===== src/source/ctrl_pkg.sv =====
//--------------------------------------------------------------------------
// Control block shared definitions
// Register map, compatibility number and packet stage state encodings
//--------------------------------------------------------------------------
package ctrl_pkg;

   // Bus address widths
   localparam int SR_AWIDTH = 8;
   localparam int RB_AWIDTH = 8;

   // Settings bus register map
   typedef enum logic [SR_AWIDTH-1:0] {
      SR_LEDS       = 8'd0,
      SR_SW_RST     = 8'd1,
      SR_CLOCK_CTRL = 8'd2,
      SR_SFPP_CTRL0 = 8'd8,
      SR_SFPP_CTRL1 = 8'd9,
      SR_FIFOFLAGS  = 8'd10
   } sr_addr_e;

   // Readback bus map
   typedef enum logic [RB_AWIDTH-1:0] {
      RB_COUNTER      = 8'd0,
      RB_CLK_STATUS   = 8'd3,
      RB_COMPAT_NUM   = 8'd6,
      RB_SFPP_STATUS0 = 8'd8,
      RB_SFPP_STATUS1 = 8'd9,
      RB_FIFOFLAGS    = 8'd10
   } rb_addr_e;

   // Image compatibility, major in upper half
   localparam logic [15:0] COMPAT_MAJOR = 16'h0009;
   localparam logic [15:0] COMPAT_MINOR = 16'h0000;

   // Bit 6 high keeps the GPSDO on out of reset
   localparam logic [6:0] CLOCK_CTRL_RESET = 7'b100_0000;

   // Merge arbiter, idle or locked to one input until tlast
   typedef enum logic [1:0] {
      MERGE_IDLE,
      MERGE_PORT0,
      MERGE_PORT1
   } merge_state_e;

   // Split router, header beat or rest of packet
   typedef enum logic {
      SPLIT_HEADER,
      SPLIT_BODY
   } split_state_e;

endpackage


===== src/source/ctrl_top.sv =====
//--------------------------------------------------------------------------
// Motherboard control and management block
// Settings registers, status readback and CPU packet merge/split
//--------------------------------------------------------------------------
module ctrl_top #(
   parameter int DATA_W = 64,
   parameter int USER_W = 4
) (
   input  logic              clk,
   input  logic              reset,
   // Settings bus, one write per strobe
   input  logic              i_set_stb,
   input  logic [7:0]        i_set_addr,
   input  logic [31:0]       i_set_data,
   // Readback bus
   input  logic [7:0]        i_rb_addr,
   input  logic              i_rb_rd_stb,
   output logic [31:0]       o_rb_data,
   // Board status pins
   input  logic [4:0]        i_clock_status,
   input  logic [2:0]        i_sfpp0_status,
   input  logic [2:0]        i_sfpp1_status,
   input  logic [3:0]        i_fifo_flags,
   // Configuration outputs
   output logic [7:0]        o_leds,
   output logic [3:0]        o_sw_rst,
   output logic [6:0]        o_clock_control,
   output logic [1:0]        o_sfpp0_rs,
   output logic [1:0]        o_sfpp1_rs,
   // Ethernet port 0 to CPU
   input  logic [DATA_W-1:0] i_e2z0_tdata,
   input  logic [USER_W-1:0] i_e2z0_tuser,
   input  logic              i_e2z0_tlast,
   input  logic              i_e2z0_tvalid,
   output logic              i_e2z0_tready,
   // Ethernet port 1 to CPU
   input  logic [DATA_W-1:0] i_e2z1_tdata,
   input  logic [USER_W-1:0] i_e2z1_tuser,
   input  logic              i_e2z1_tlast,
   input  logic              i_e2z1_tvalid,
   output logic              i_e2z1_tready,
   // Merged stream into the CPU
   output logic [DATA_W-1:0] o_zpui_tdata,
   output logic [USER_W-1:0] o_zpui_tuser,
   output logic              o_zpui_tlast,
   output logic              o_zpui_tvalid,
   input  logic              o_zpui_tready,
   // CPU outbound stream
   input  logic [DATA_W-1:0] i_zpuo_tdata,
   input  logic [USER_W-1:0] i_zpuo_tuser,
   input  logic              i_zpuo_tlast,
   input  logic              i_zpuo_tvalid,
   output logic              i_zpuo_tready,
   // CPU to Ethernet port 0
   output logic [DATA_W-1:0] o_z2e0_tdata,
   output logic [USER_W-1:0] o_z2e0_tuser,
   output logic              o_z2e0_tlast,
   output logic              o_z2e0_tvalid,
   input  logic              o_z2e0_tready,
   // CPU to Ethernet port 1
   output logic [DATA_W-1:0] o_z2e1_tdata,
   output logic [USER_W-1:0] o_z2e1_tuser,
   output logic              o_z2e1_tlast,
   output logic              o_z2e1_tvalid,
   input  logic              o_z2e1_tready
);

   logic       flags_clear;
   logic [1:0] sfp_clear;
   logic [5:0] sfp0_status;
   logic [5:0] sfp1_status;

   //-----------------------------------------------------------------------
   // Register path
   //-----------------------------------------------------------------------
   setting_regs setting_regs0 (
      .clk(clk), .reset(reset),
      .i_set_stb(i_set_stb),
      .i_set_addr(ctrl_pkg::sr_addr_e'(i_set_addr)),
      .i_set_data(i_set_data),
      .o_leds(o_leds), .o_sw_rst(o_sw_rst), .o_clock_control(o_clock_control),
      .o_sfpp0_rs(o_sfpp0_rs), .o_sfpp1_rs(o_sfpp1_rs),
      .o_flags_clear(flags_clear)
   );

   // One monitor per SFP+ cage
   sfp_status_monitor sfp_mon0 (
      .clk(clk), .reset(reset),
      .i_pins(i_sfpp0_status), .i_clear(sfp_clear[0]), .o_status(sfp0_status)
   );

   sfp_status_monitor sfp_mon1 (
      .clk(clk), .reset(reset),
      .i_pins(i_sfpp1_status), .i_clear(sfp_clear[1]), .o_status(sfp1_status)
   );

   readback_unit readback0 (
      .clk(clk), .reset(reset),
      .i_rb_addr(ctrl_pkg::rb_addr_e'(i_rb_addr)),
      .i_rb_rd_stb(i_rb_rd_stb),
      .i_clock_status(i_clock_status),
      .i_sfp0_status(sfp0_status), .i_sfp1_status(sfp1_status),
      .i_fifo_flags(i_fifo_flags), .i_flags_clear(flags_clear),
      .o_sfp_clear(sfp_clear), .o_rb_data(o_rb_data)
   );

   //-----------------------------------------------------------------------
   // Packet path
   //-----------------------------------------------------------------------
   stream_merge #(.DATA_W(DATA_W), .USER_W(USER_W)) zpui_merge (
      .clk(clk), .reset(reset),
      .i0_tdata(i_e2z0_tdata), .i0_tuser(i_e2z0_tuser), .i0_tlast(i_e2z0_tlast),
      .i0_tvalid(i_e2z0_tvalid), .i0_tready(i_e2z0_tready),
      .i1_tdata(i_e2z1_tdata), .i1_tuser(i_e2z1_tuser), .i1_tlast(i_e2z1_tlast),
      .i1_tvalid(i_e2z1_tvalid), .i1_tready(i_e2z1_tready),
      .o_tdata(o_zpui_tdata), .o_tuser(o_zpui_tuser), .o_tlast(o_zpui_tlast),
      .o_tvalid(o_zpui_tvalid), .o_tready(o_zpui_tready)
   );

   // Destination port from top byte of the first word
   stream_split #(.DATA_W(DATA_W), .USER_W(USER_W)) zpuo_split (
      .clk(clk), .reset(reset),
      .i_tdata(i_zpuo_tdata), .i_tuser(i_zpuo_tuser), .i_tlast(i_zpuo_tlast),
      .i_tvalid(i_zpuo_tvalid), .i_tready(i_zpuo_tready),
      .o0_tdata(o_z2e0_tdata), .o0_tuser(o_z2e0_tuser), .o0_tlast(o_z2e0_tlast),
      .o0_tvalid(o_z2e0_tvalid), .o0_tready(o_z2e0_tready),
      .o1_tdata(o_z2e1_tdata), .o1_tuser(o_z2e1_tuser), .o1_tlast(o_z2e1_tlast),
      .o1_tvalid(o_z2e1_tvalid), .o1_tready(o_z2e1_tready)
   );

endmodule


===== src/source/readback_unit.sv =====
//--------------------------------------------------------------------------
// Readback mux with free-running counter and sticky FIFO fault flags
//--------------------------------------------------------------------------
module readback_unit (
   input  logic                clk,
   input  logic                reset,
   input  ctrl_pkg::rb_addr_e  i_rb_addr,
   input  logic                i_rb_rd_stb,
   input  logic [4:0]          i_clock_status,
   input  logic [5:0]          i_sfp0_status,
   input  logic [5:0]          i_sfp1_status,
   input  logic [3:0]          i_fifo_flags,
   input  logic                i_flags_clear,
   output logic [1:0]          o_sfp_clear,
   output logic [31:0]         o_rb_data
);

   logic [31:0] counter;
   logic [3:0]  fifo_flags;

   //-----------------------------------------------------------------------
   // Status state
   //-----------------------------------------------------------------------
   // Timestamp for software, one tick per clock
   always_ff @(posedge clk) begin
      if (reset) begin
         counter <= '0;
      end else begin
         counter <= counter + 32'd1;
      end
   end

   // FIFO flags are active low at the pins
   always_ff @(posedge clk) begin
      if (reset || i_flags_clear) begin
         fifo_flags <= '0;
      end else begin
         fifo_flags <= fifo_flags | ~i_fifo_flags;
      end
   end

   // Reading an SFP+ status word clears its change bits
   assign o_sfp_clear[0] = i_rb_rd_stb && (i_rb_addr == ctrl_pkg::RB_SFPP_STATUS0);
   assign o_sfp_clear[1] = i_rb_rd_stb && (i_rb_addr == ctrl_pkg::RB_SFPP_STATUS1);

   //-----------------------------------------------------------------------
   // Address mux
   //-----------------------------------------------------------------------
   always_comb begin
      case (i_rb_addr)
         ctrl_pkg::RB_COMPAT_NUM:   o_rb_data = {ctrl_pkg::COMPAT_MAJOR, ctrl_pkg::COMPAT_MINOR};
         ctrl_pkg::RB_COUNTER:      o_rb_data = counter;
         ctrl_pkg::RB_CLK_STATUS:   o_rb_data = {27'd0, i_clock_status};
         ctrl_pkg::RB_SFPP_STATUS0: o_rb_data = {26'd0, i_sfp0_status};
         ctrl_pkg::RB_SFPP_STATUS1: o_rb_data = {26'd0, i_sfp1_status};
         ctrl_pkg::RB_FIFOFLAGS:    o_rb_data = {28'd0, fifo_flags};
         // Unmapped
         default:                   o_rb_data = 32'd0;
      endcase
   end

   // At most one cage cleared per read
   sfp_clear_onehot: assert property (
      @(posedge clk) disable iff (reset) $onehot0(o_sfp_clear)
   );

endmodule


===== src/source/setting_regs.sv =====
//--------------------------------------------------------------------------
// Settings bus decode into the board configuration registers
//--------------------------------------------------------------------------
module setting_regs (
   input  logic                clk,
   input  logic                reset,
   input  logic                i_set_stb,
   input  ctrl_pkg::sr_addr_e  i_set_addr,
   input  logic [31:0]         i_set_data,
   output logic [7:0]          o_leds,
   output logic [3:0]          o_sw_rst,
   output logic [6:0]          o_clock_control,
   output logic [1:0]          o_sfpp0_rs,
   output logic [1:0]          o_sfpp1_rs,
   output logic                o_flags_clear
);

   // SW_RST bits
   // [0] PHY reset, [1] radio clock domain reset, [2] radio PLL reset
   // SFP+ rate selects are pull-low enables, high pulls the pin to ground

   always_ff @(posedge clk) begin
      if (reset) begin
         o_leds          <= '0;
         o_sw_rst        <= '0;
         o_clock_control <= ctrl_pkg::CLOCK_CTRL_RESET;
         o_sfpp0_rs      <= '0;
         o_sfpp1_rs      <= '0;
         o_flags_clear   <= 1'b0;
      end else begin
         // Single cycle pulse unless another clear write follows
         o_flags_clear <= 1'b0;
         if (i_set_stb) begin
            case (i_set_addr)
               ctrl_pkg::SR_LEDS:       o_leds          <= i_set_data[7:0];
               ctrl_pkg::SR_SW_RST:     o_sw_rst        <= i_set_data[3:0];
               ctrl_pkg::SR_CLOCK_CTRL: o_clock_control <= i_set_data[6:0];
               ctrl_pkg::SR_SFPP_CTRL0: o_sfpp0_rs      <= i_set_data[1:0];
               ctrl_pkg::SR_SFPP_CTRL1: o_sfpp1_rs      <= i_set_data[1:0];
               // Data ignored, the write itself clears the flags
               ctrl_pkg::SR_FIFOFLAGS:  o_flags_clear   <= 1'b1;
               default: ;
            endcase
         end
      end
   end

   // Back to back clear cycles need back to back strobes
   flags_clear_pulse: assert property (
      @(posedge clk) disable iff (reset)
      o_flags_clear && $past(o_flags_clear) |-> $past(i_set_stb) && $past(i_set_stb, 2)
   );

endmodule


===== src/source/sfp_status_monitor.sv =====
//--------------------------------------------------------------------------
// SFP+ status pin synchronizer with sticky change detect
//--------------------------------------------------------------------------
module sfp_status_monitor (
   input  logic       clk,
   input  logic       reset,
   input  logic [2:0] i_pins,
   input  logic       i_clear,
   output logic [5:0] o_status
);

   // Pin order ModAbs, TxFault, RxLOS
   logic [2:0] pins_meta;
   logic [2:0] pins_sync;
   logic [2:0] changed;

   // Two flop synchronizer
   always_ff @(posedge clk) begin
      pins_meta <= i_pins;
      pins_sync <= pins_meta;
   end

   // Sticky change bits
   // Clear wins over a change on the same edge
   always_ff @(posedge clk) begin
      if (reset || i_clear) begin
         changed <= '0;
      end else begin
         changed <= changed | (pins_meta ^ pins_sync);
      end
   end

   assign o_status = {changed, pins_sync};

endmodule


===== src/source/stream_merge.sv =====
//--------------------------------------------------------------------------
// Two into one packet merge, round robin per packet, registered output
//--------------------------------------------------------------------------
module stream_merge #(
   parameter int DATA_W = 64,
   parameter int USER_W = 4
) (
   input  logic              clk,
   input  logic              reset,
   input  logic [DATA_W-1:0] i0_tdata,
   input  logic [USER_W-1:0] i0_tuser,
   input  logic              i0_tlast,
   input  logic              i0_tvalid,
   output logic              i0_tready,
   input  logic [DATA_W-1:0] i1_tdata,
   input  logic [USER_W-1:0] i1_tuser,
   input  logic              i1_tlast,
   input  logic              i1_tvalid,
   output logic              i1_tready,
   output logic [DATA_W-1:0] o_tdata,
   output logic [USER_W-1:0] o_tuser,
   output logic              o_tlast,
   output logic              o_tvalid,
   input  logic              o_tready
);

   ctrl_pkg::merge_state_e state;
   logic last_port;
   logic grant;
   logic grant_last;
   logic load;
   logic xfer;

   // Grant, locked mid packet
   always_comb begin
      case (state)
         ctrl_pkg::MERGE_PORT0: grant = 1'b0;
         ctrl_pkg::MERGE_PORT1: grant = 1'b1;
         // Packet start, the port not served last goes first if valid
         default:               grant = last_port ? !i0_tvalid : i1_tvalid;
      endcase
   end

   assign grant_last = grant ? i1_tlast : i0_tlast;
   // Output register empty or draining this cycle
   assign load = !o_tvalid || o_tready;
   assign xfer = load && (grant ? i1_tvalid : i0_tvalid);
   assign i0_tready = load && !grant;
   assign i1_tready = load && grant;

   always_ff @(posedge clk) begin
      if (reset) begin
         state     <= ctrl_pkg::MERGE_IDLE;
         last_port <= 1'b1;
         o_tvalid  <= 1'b0;
      end else if (xfer) begin
         o_tvalid  <= 1'b1;
         last_port <= grant;
         if (grant_last) begin
            state <= ctrl_pkg::MERGE_IDLE;
         end else begin
            state <= grant ? ctrl_pkg::MERGE_PORT1 : ctrl_pkg::MERGE_PORT0;
         end
      end else if (o_tready) begin
         o_tvalid <= 1'b0;
      end
   end

   // Output beat register
   always_ff @(posedge clk) begin
      if (xfer) begin
         o_tdata <= grant ? i1_tdata : i0_tdata;
         o_tuser <= grant ? i1_tuser : i0_tuser;
         o_tlast <= grant_last;
      end
   end

   // Stalled beat stays put
   out_hold: assert property (
      @(posedge clk) disable iff (reset)
      o_tvalid && !o_tready |=> o_tvalid && $stable(o_tdata)
   );

endmodule


===== src/source/stream_split.sv =====
//--------------------------------------------------------------------------
// One into two packet router keyed on the header top byte
//--------------------------------------------------------------------------
module stream_split #(
   parameter int DATA_W = 64,
   parameter int USER_W = 4
) (
   input  logic              clk,
   input  logic              reset,
   input  logic [DATA_W-1:0] i_tdata,
   input  logic [USER_W-1:0] i_tuser,
   input  logic              i_tlast,
   input  logic              i_tvalid,
   output logic              i_tready,
   output logic [DATA_W-1:0] o0_tdata,
   output logic [USER_W-1:0] o0_tuser,
   output logic              o0_tlast,
   output logic              o0_tvalid,
   input  logic              o0_tready,
   output logic [DATA_W-1:0] o1_tdata,
   output logic [USER_W-1:0] o1_tuser,
   output logic              o1_tlast,
   output logic              o1_tvalid,
   input  logic              o1_tready
);

   ctrl_pkg::split_state_e state;
   logic dest_q;
   logic dest;
   logic xfer;

   // Port 0 only for a zero top byte, held until tlast
   assign dest = (state == ctrl_pkg::SPLIT_HEADER) ? (i_tdata[DATA_W-1 -: 8] != 8'd0) : dest_q;
   // Room when the occupied output drains
   assign i_tready = (!o0_tvalid || o0_tready) && (!o1_tvalid || o1_tready);
   assign xfer = i_tvalid && i_tready;

   always_ff @(posedge clk) begin
      if (reset) begin
         state     <= ctrl_pkg::SPLIT_HEADER;
         dest_q    <= 1'b0;
         o0_tvalid <= 1'b0;
         o1_tvalid <= 1'b0;
      end else if (xfer) begin
         o0_tvalid <= !dest;
         o1_tvalid <= dest;
         dest_q    <= dest;
         state     <= i_tlast ? ctrl_pkg::SPLIT_HEADER : ctrl_pkg::SPLIT_BODY;
      end else begin
         if (o0_tready) o0_tvalid <= 1'b0;
         if (o1_tready) o1_tvalid <= 1'b0;
      end
   end

   // Shared beat register, valids pick the port
   always_ff @(posedge clk) begin
      if (xfer) begin
         o0_tdata <= i_tdata;
         o0_tuser <= i_tuser;
         o0_tlast <= i_tlast;
      end
   end

   assign o1_tdata = o0_tdata;
   assign o1_tuser = o0_tuser;
   assign o1_tlast = o0_tlast;

   // A beat goes to one port only
   one_dest: assert property (
      @(posedge clk) disable iff (reset) !(o0_tvalid && o1_tvalid)
   );

endmodule


===== config.mk =====
export PLATFORM = sky130hd
export DESIGN_NAME = ctrl_top
export DESIGN_NICKNAME = d
export VERILOG_FILES = /design/src/source/ctrl_pkg.sv /design/src/source/ctrl_top.sv /design/src/source/readback_unit.sv /design/src/source/setting_regs.sv /design/src/source/sfp_status_monitor.sv /design/src/source/stream_merge.sv /design/src/source/stream_split.sv
export SDC_FILE = /design/constraint.sdc
export NUM_CORES = 1
export LEC_CHECK = 0
export BUFFER_PORTS_ARGS = -buffer_cell sky130_fd_sc_hd__buf_2
export CAP_MARGIN = 20
export CORE_AREA = 4 4 212 214
export CTS_BUF_LIST = sky130_fd_sc_hd__clkbuf_4
export DETAILED_ROUTE_END_ITERATION = 10
export DIE_AREA = 0 0 216 218
export SLEW_MARGIN = 10
export SYNTH_ARGS = -nofsm -noshare
export SYNTH_HDL_FRONTEND = slang
export SYNTH_SLANG_ARGS = --single-unit

===== constraint.sdc =====
create_clock -name clk -period 8.8 [get_ports clk]
set_clock_uncertainty 0.2 [all_clocks]
set_input_delay 0.44 -clock clk [delete_from_list [all_inputs] [get_ports clk]]
set_output_delay 0.44 -clock clk [all_outputs]
set_load 0.01 [all_outputs]

==> summary.md <==
| Metric | Value |
|---|---|
| Status | finished, final reports clean |
| P per Cell Area | 188 nW/um^2 |
| Post-route insts no fill | approximately 2.1k |
| Grt ovf | 0 |
| Max-slew violation count | 0 |
| Worst hold path depth | 2 |
| Clock-pin slew on the worst setup and hold paths | 0.06 ns |
| Final wirelength | 40.9 mm |
| Cts bufs inserted | 67 |
| # port buffers | 523 |
| Seq. cell area | 5870 sq um |
| DP Worst Slack | 5.75 ns |
| Setup TNS | 0 ns |
| Slew @ Worst Pin | approximately 0.95 ns |
| Area of the multi-input gates | 2840 sq um |
| Clk buf depth | 3 |
| Fmax | 0.285 GHz |
| Clk_lat worst skew | 0.76 ns |
| Final Hold Violating Endpoints | 0 |
| Register bit count reported by yosys | 224 |
| Inst Count DP | 1,737 |
| Die footprint | roughly 47,000 sq um |
| Nets | around 1.8k |
| Post-Syn Instances | 726 |
| Crit. End Element | flop |
| DP Wirelength | 29.4 mm |
| Final setup margin | about 5.3 ns |
| Worst Path Max Fanout | 53 |
| Total track usage | 0.165 |
| Most common cell after layout, fill and taps aside | buf_2 |
| Crit path kind | reg2reg |
| Syn avg cell area | approximately 13 sq um |
| Post-route ant nets | 0 |
| Fill cells | ~4.2k |
| Number of synthesized flops with an enable pin | 138 |
| Die width | 216 um |
| Largest net degree at the start of global routing | 75 |
| Total of max-cap violations | 0 |
| Max VDD drop | 0.000105 V |
| WL per Instance | roughly 19 um |
| Die Span Y | 218 um |
| Critical path required time | 9.07 ns |
| Most frequent cells in the layout | 523 x buf_2, 247 x dlygate4sd3_1, 138 x edfxtp_1 |
| Post-Syn Area | 9410 sq um |
| Design area | 15,500 sq um |
| Post-CTS sizing | 0 |
| Layout cells sized above 1 | 0.468 |
| Ys Warns | 0 |
| Via count of the first global-routing pass | 9,368 |
| Ys async rst share | 0 |
| First-pass GRT wire length | between 50 and 60 mm |
| I/O pin count | between 500 and 600 |
| Rel. slew slack | 0.363 |
| Synth Flop Type | edfxtp_1 |
| Core region area | 42,900 sq um |
| CTS root buf | clkbuf_4 |
| Routed vias/inst | 4.25 |
| # DRC | 0 |
| Post-route clock period utilization | 0.399 |
| Worst hold path class | in2reg |
| Vias | around 9.0k |
| Row count | 76 |
| Synth-to-Final Area Change | 64.6% |
| H-tree levels | 3 |
| RD Place Congestion | 0.908 |
| RSZ-0062 raised after global routing | false |
| Initial DRT Pass Iterations | 5 |
| Pleak | 6.76 nW |
| Post-synthesis sequential area ratio | 0.623 |
| Tmin final | roughly 3.5 ns |
| Dpl cell area | 12,100 sq um |
| Final setup vio count | 0 |
| CTS tree | yes |
| Initial antenna violation count | 2 |
| Clk sinks | 224 |
| CP arrival | 3.78 ns |
| Worst r2r path cells | 7 |
| Post-synth net total | between 1k and 1.5k |
| Starting Density | 0.219 |
| CP Launch Type | flop |
| Final core occ | 0.361 |
| Starting DRT DRC Count | 556 |
| Flop2flop setup slack | 5.29 ns |
| Synth unique cells | 60 |
## registers in the layout (all words and copies together) (netlist names), 4 cells and up
signal / cells
zpuo_split.o0_tuser: 4
setting_regs0.o_sw_rst: 4
setting_regs0.o_leds: 8
readback0.fifo_flags: 4
setting_regs0.o_clock_control: 7
zpui_merge.o_tdata: 64
zpuo_split.o0_tdata: 64
readback0.counter: 32
zpui_merge.o_tuser: 4
## worst max-delay path, stage by stage, from the launching register on
cell and delay, ns:
dfxtp_1 0.33, inv_1 0.05, ha_1 0.30, nand2b_1 0.13, o31a_2 0.52, buf_4 0.62
mux2_2 0.42, dlygate4sd3_1 0.60
## per-layer routing
| layer | vias up | wire length [um] | GRT usage | share of wire |
|---|---|---|---|---|
| met5 | - | 0 | 0 | 0 |
| li1 | 4135 | - | - | - |
| met4 | 0 | 1960 | 0.0873 | 0.048 |
| met1 | 4270 | 14900 | 0.170 | 0.36 |
| met2 | 470 | 20800 | 0.293 | 0.51 |
| met3 | 90 | 3200 | 0.0605 | 0.078 |
## final cells by class
type | count | share of cell area
flip-flops and latches | 224 | 0.379
repair buffers | 774 | 0.330
multi-input cells | 390 | 0.184
well taps | 585 | 0.0472
clock buffers | 86 | 0.0417
clock inverters | 32 | 0.0149
inverters | 11 | 0.00267
diodes | 5 | 0.000808
## path summary, 6_finish.rpt
check,from,to
setup reg to reg,zpui_merge.state[0]$_SDFFE_PP0P_,zpui_merge.o_tdata[2]$_DFFE_PP_
hold / removal,i_sfpp0_status[1],sfp_mon0.pins_meta[1]$_DFF_P_
setup / recovery,zpui_merge.state[0]$_SDFFE_PP0P_,zpui_merge.o_tdata[2]$_DFFE_PP_
hold reg to reg,sfp_mon0.pins_meta[1]$_DFF_P_,sfp_mon0.pins_sync[1]$_DFF_P_
## where the power goes
group	switching [mW]	leakage, nW	internal (mW)	total [mW]
registers	0.0398	2.06	1.23	1.27
clock network	0.479	0.511	0.578	1.06
logic	0.280	4.20	0.301	0.581
## synth_stat cells (2+ instances only)
cell      instances  area [sq um]
and4_1            2          17.5
a31oi_1           6          37.5
nand2b_1         13          81.3
and2_1           25           156
buf_4            70           526
mux2i_1          26           260
nor3_1            3          15.0
nand2_1          18          67.6
or4b_2            2          20.0
nor4_1            7          43.8
o31ai_1          14           105
buf_2             4          20.0
nor2b_1           5          31.3
nand3_1          11          55.1
o21a_1            3          22.5
or3_1             8          50.1
o21ai_0          10          50.1
nor2_1           47           176
or4_1            17           128
ha_1              2          25.0
or2_2             2          12.5
clkbuf_1         22          82.6
a211oi_1          3          22.5
nor3b_1           2          15.0
inv_1            11          41.3
a22oi_1           4          30.0
a21oi_1          33           165
buf_6             2          22.5
nand4_1          13          81.3
and3_2            2          15.0
xor2_1           14           123
edfxtp_1        138          4140
o22ai_1           4          25.0
and3_1            4          25.0
dfxtp_1          86          1720
mux2_2           69           777
## kinds of logic after synthesis
logic type,after synthesis,share of synthesized area
and+or+nand+nor,191,0.116
buffers and inverters,112,0.0759
xor gates and xnor gates,15,0.0140
AOI/OAI and AO/OA,87,0.0577
adders and majority gates,2,0.00266
muxes,95,0.110
DFF,224,0.623
## through the flow
step / hold WS [ns] / total power, mW
2_1_floorplan: 0.149 / 1.52
3_3_place_gp: 0.152 / 1.73
3_5_place_dp: 0.155 / 1.74
4_1_cts: 0.000817 / 2.95
5_1_grt: 0.0235 / 3.06
6_report: 0.121 / 2.91
## what timing repair did
item                                    4_1_cts  5_1_grt
hold endpoints to repair                    185        0
endpoints found under the setup margin        0        0
buffers inserted                              0        0
hold buffers                                247        0
Power figures use the tool's default switching activity.
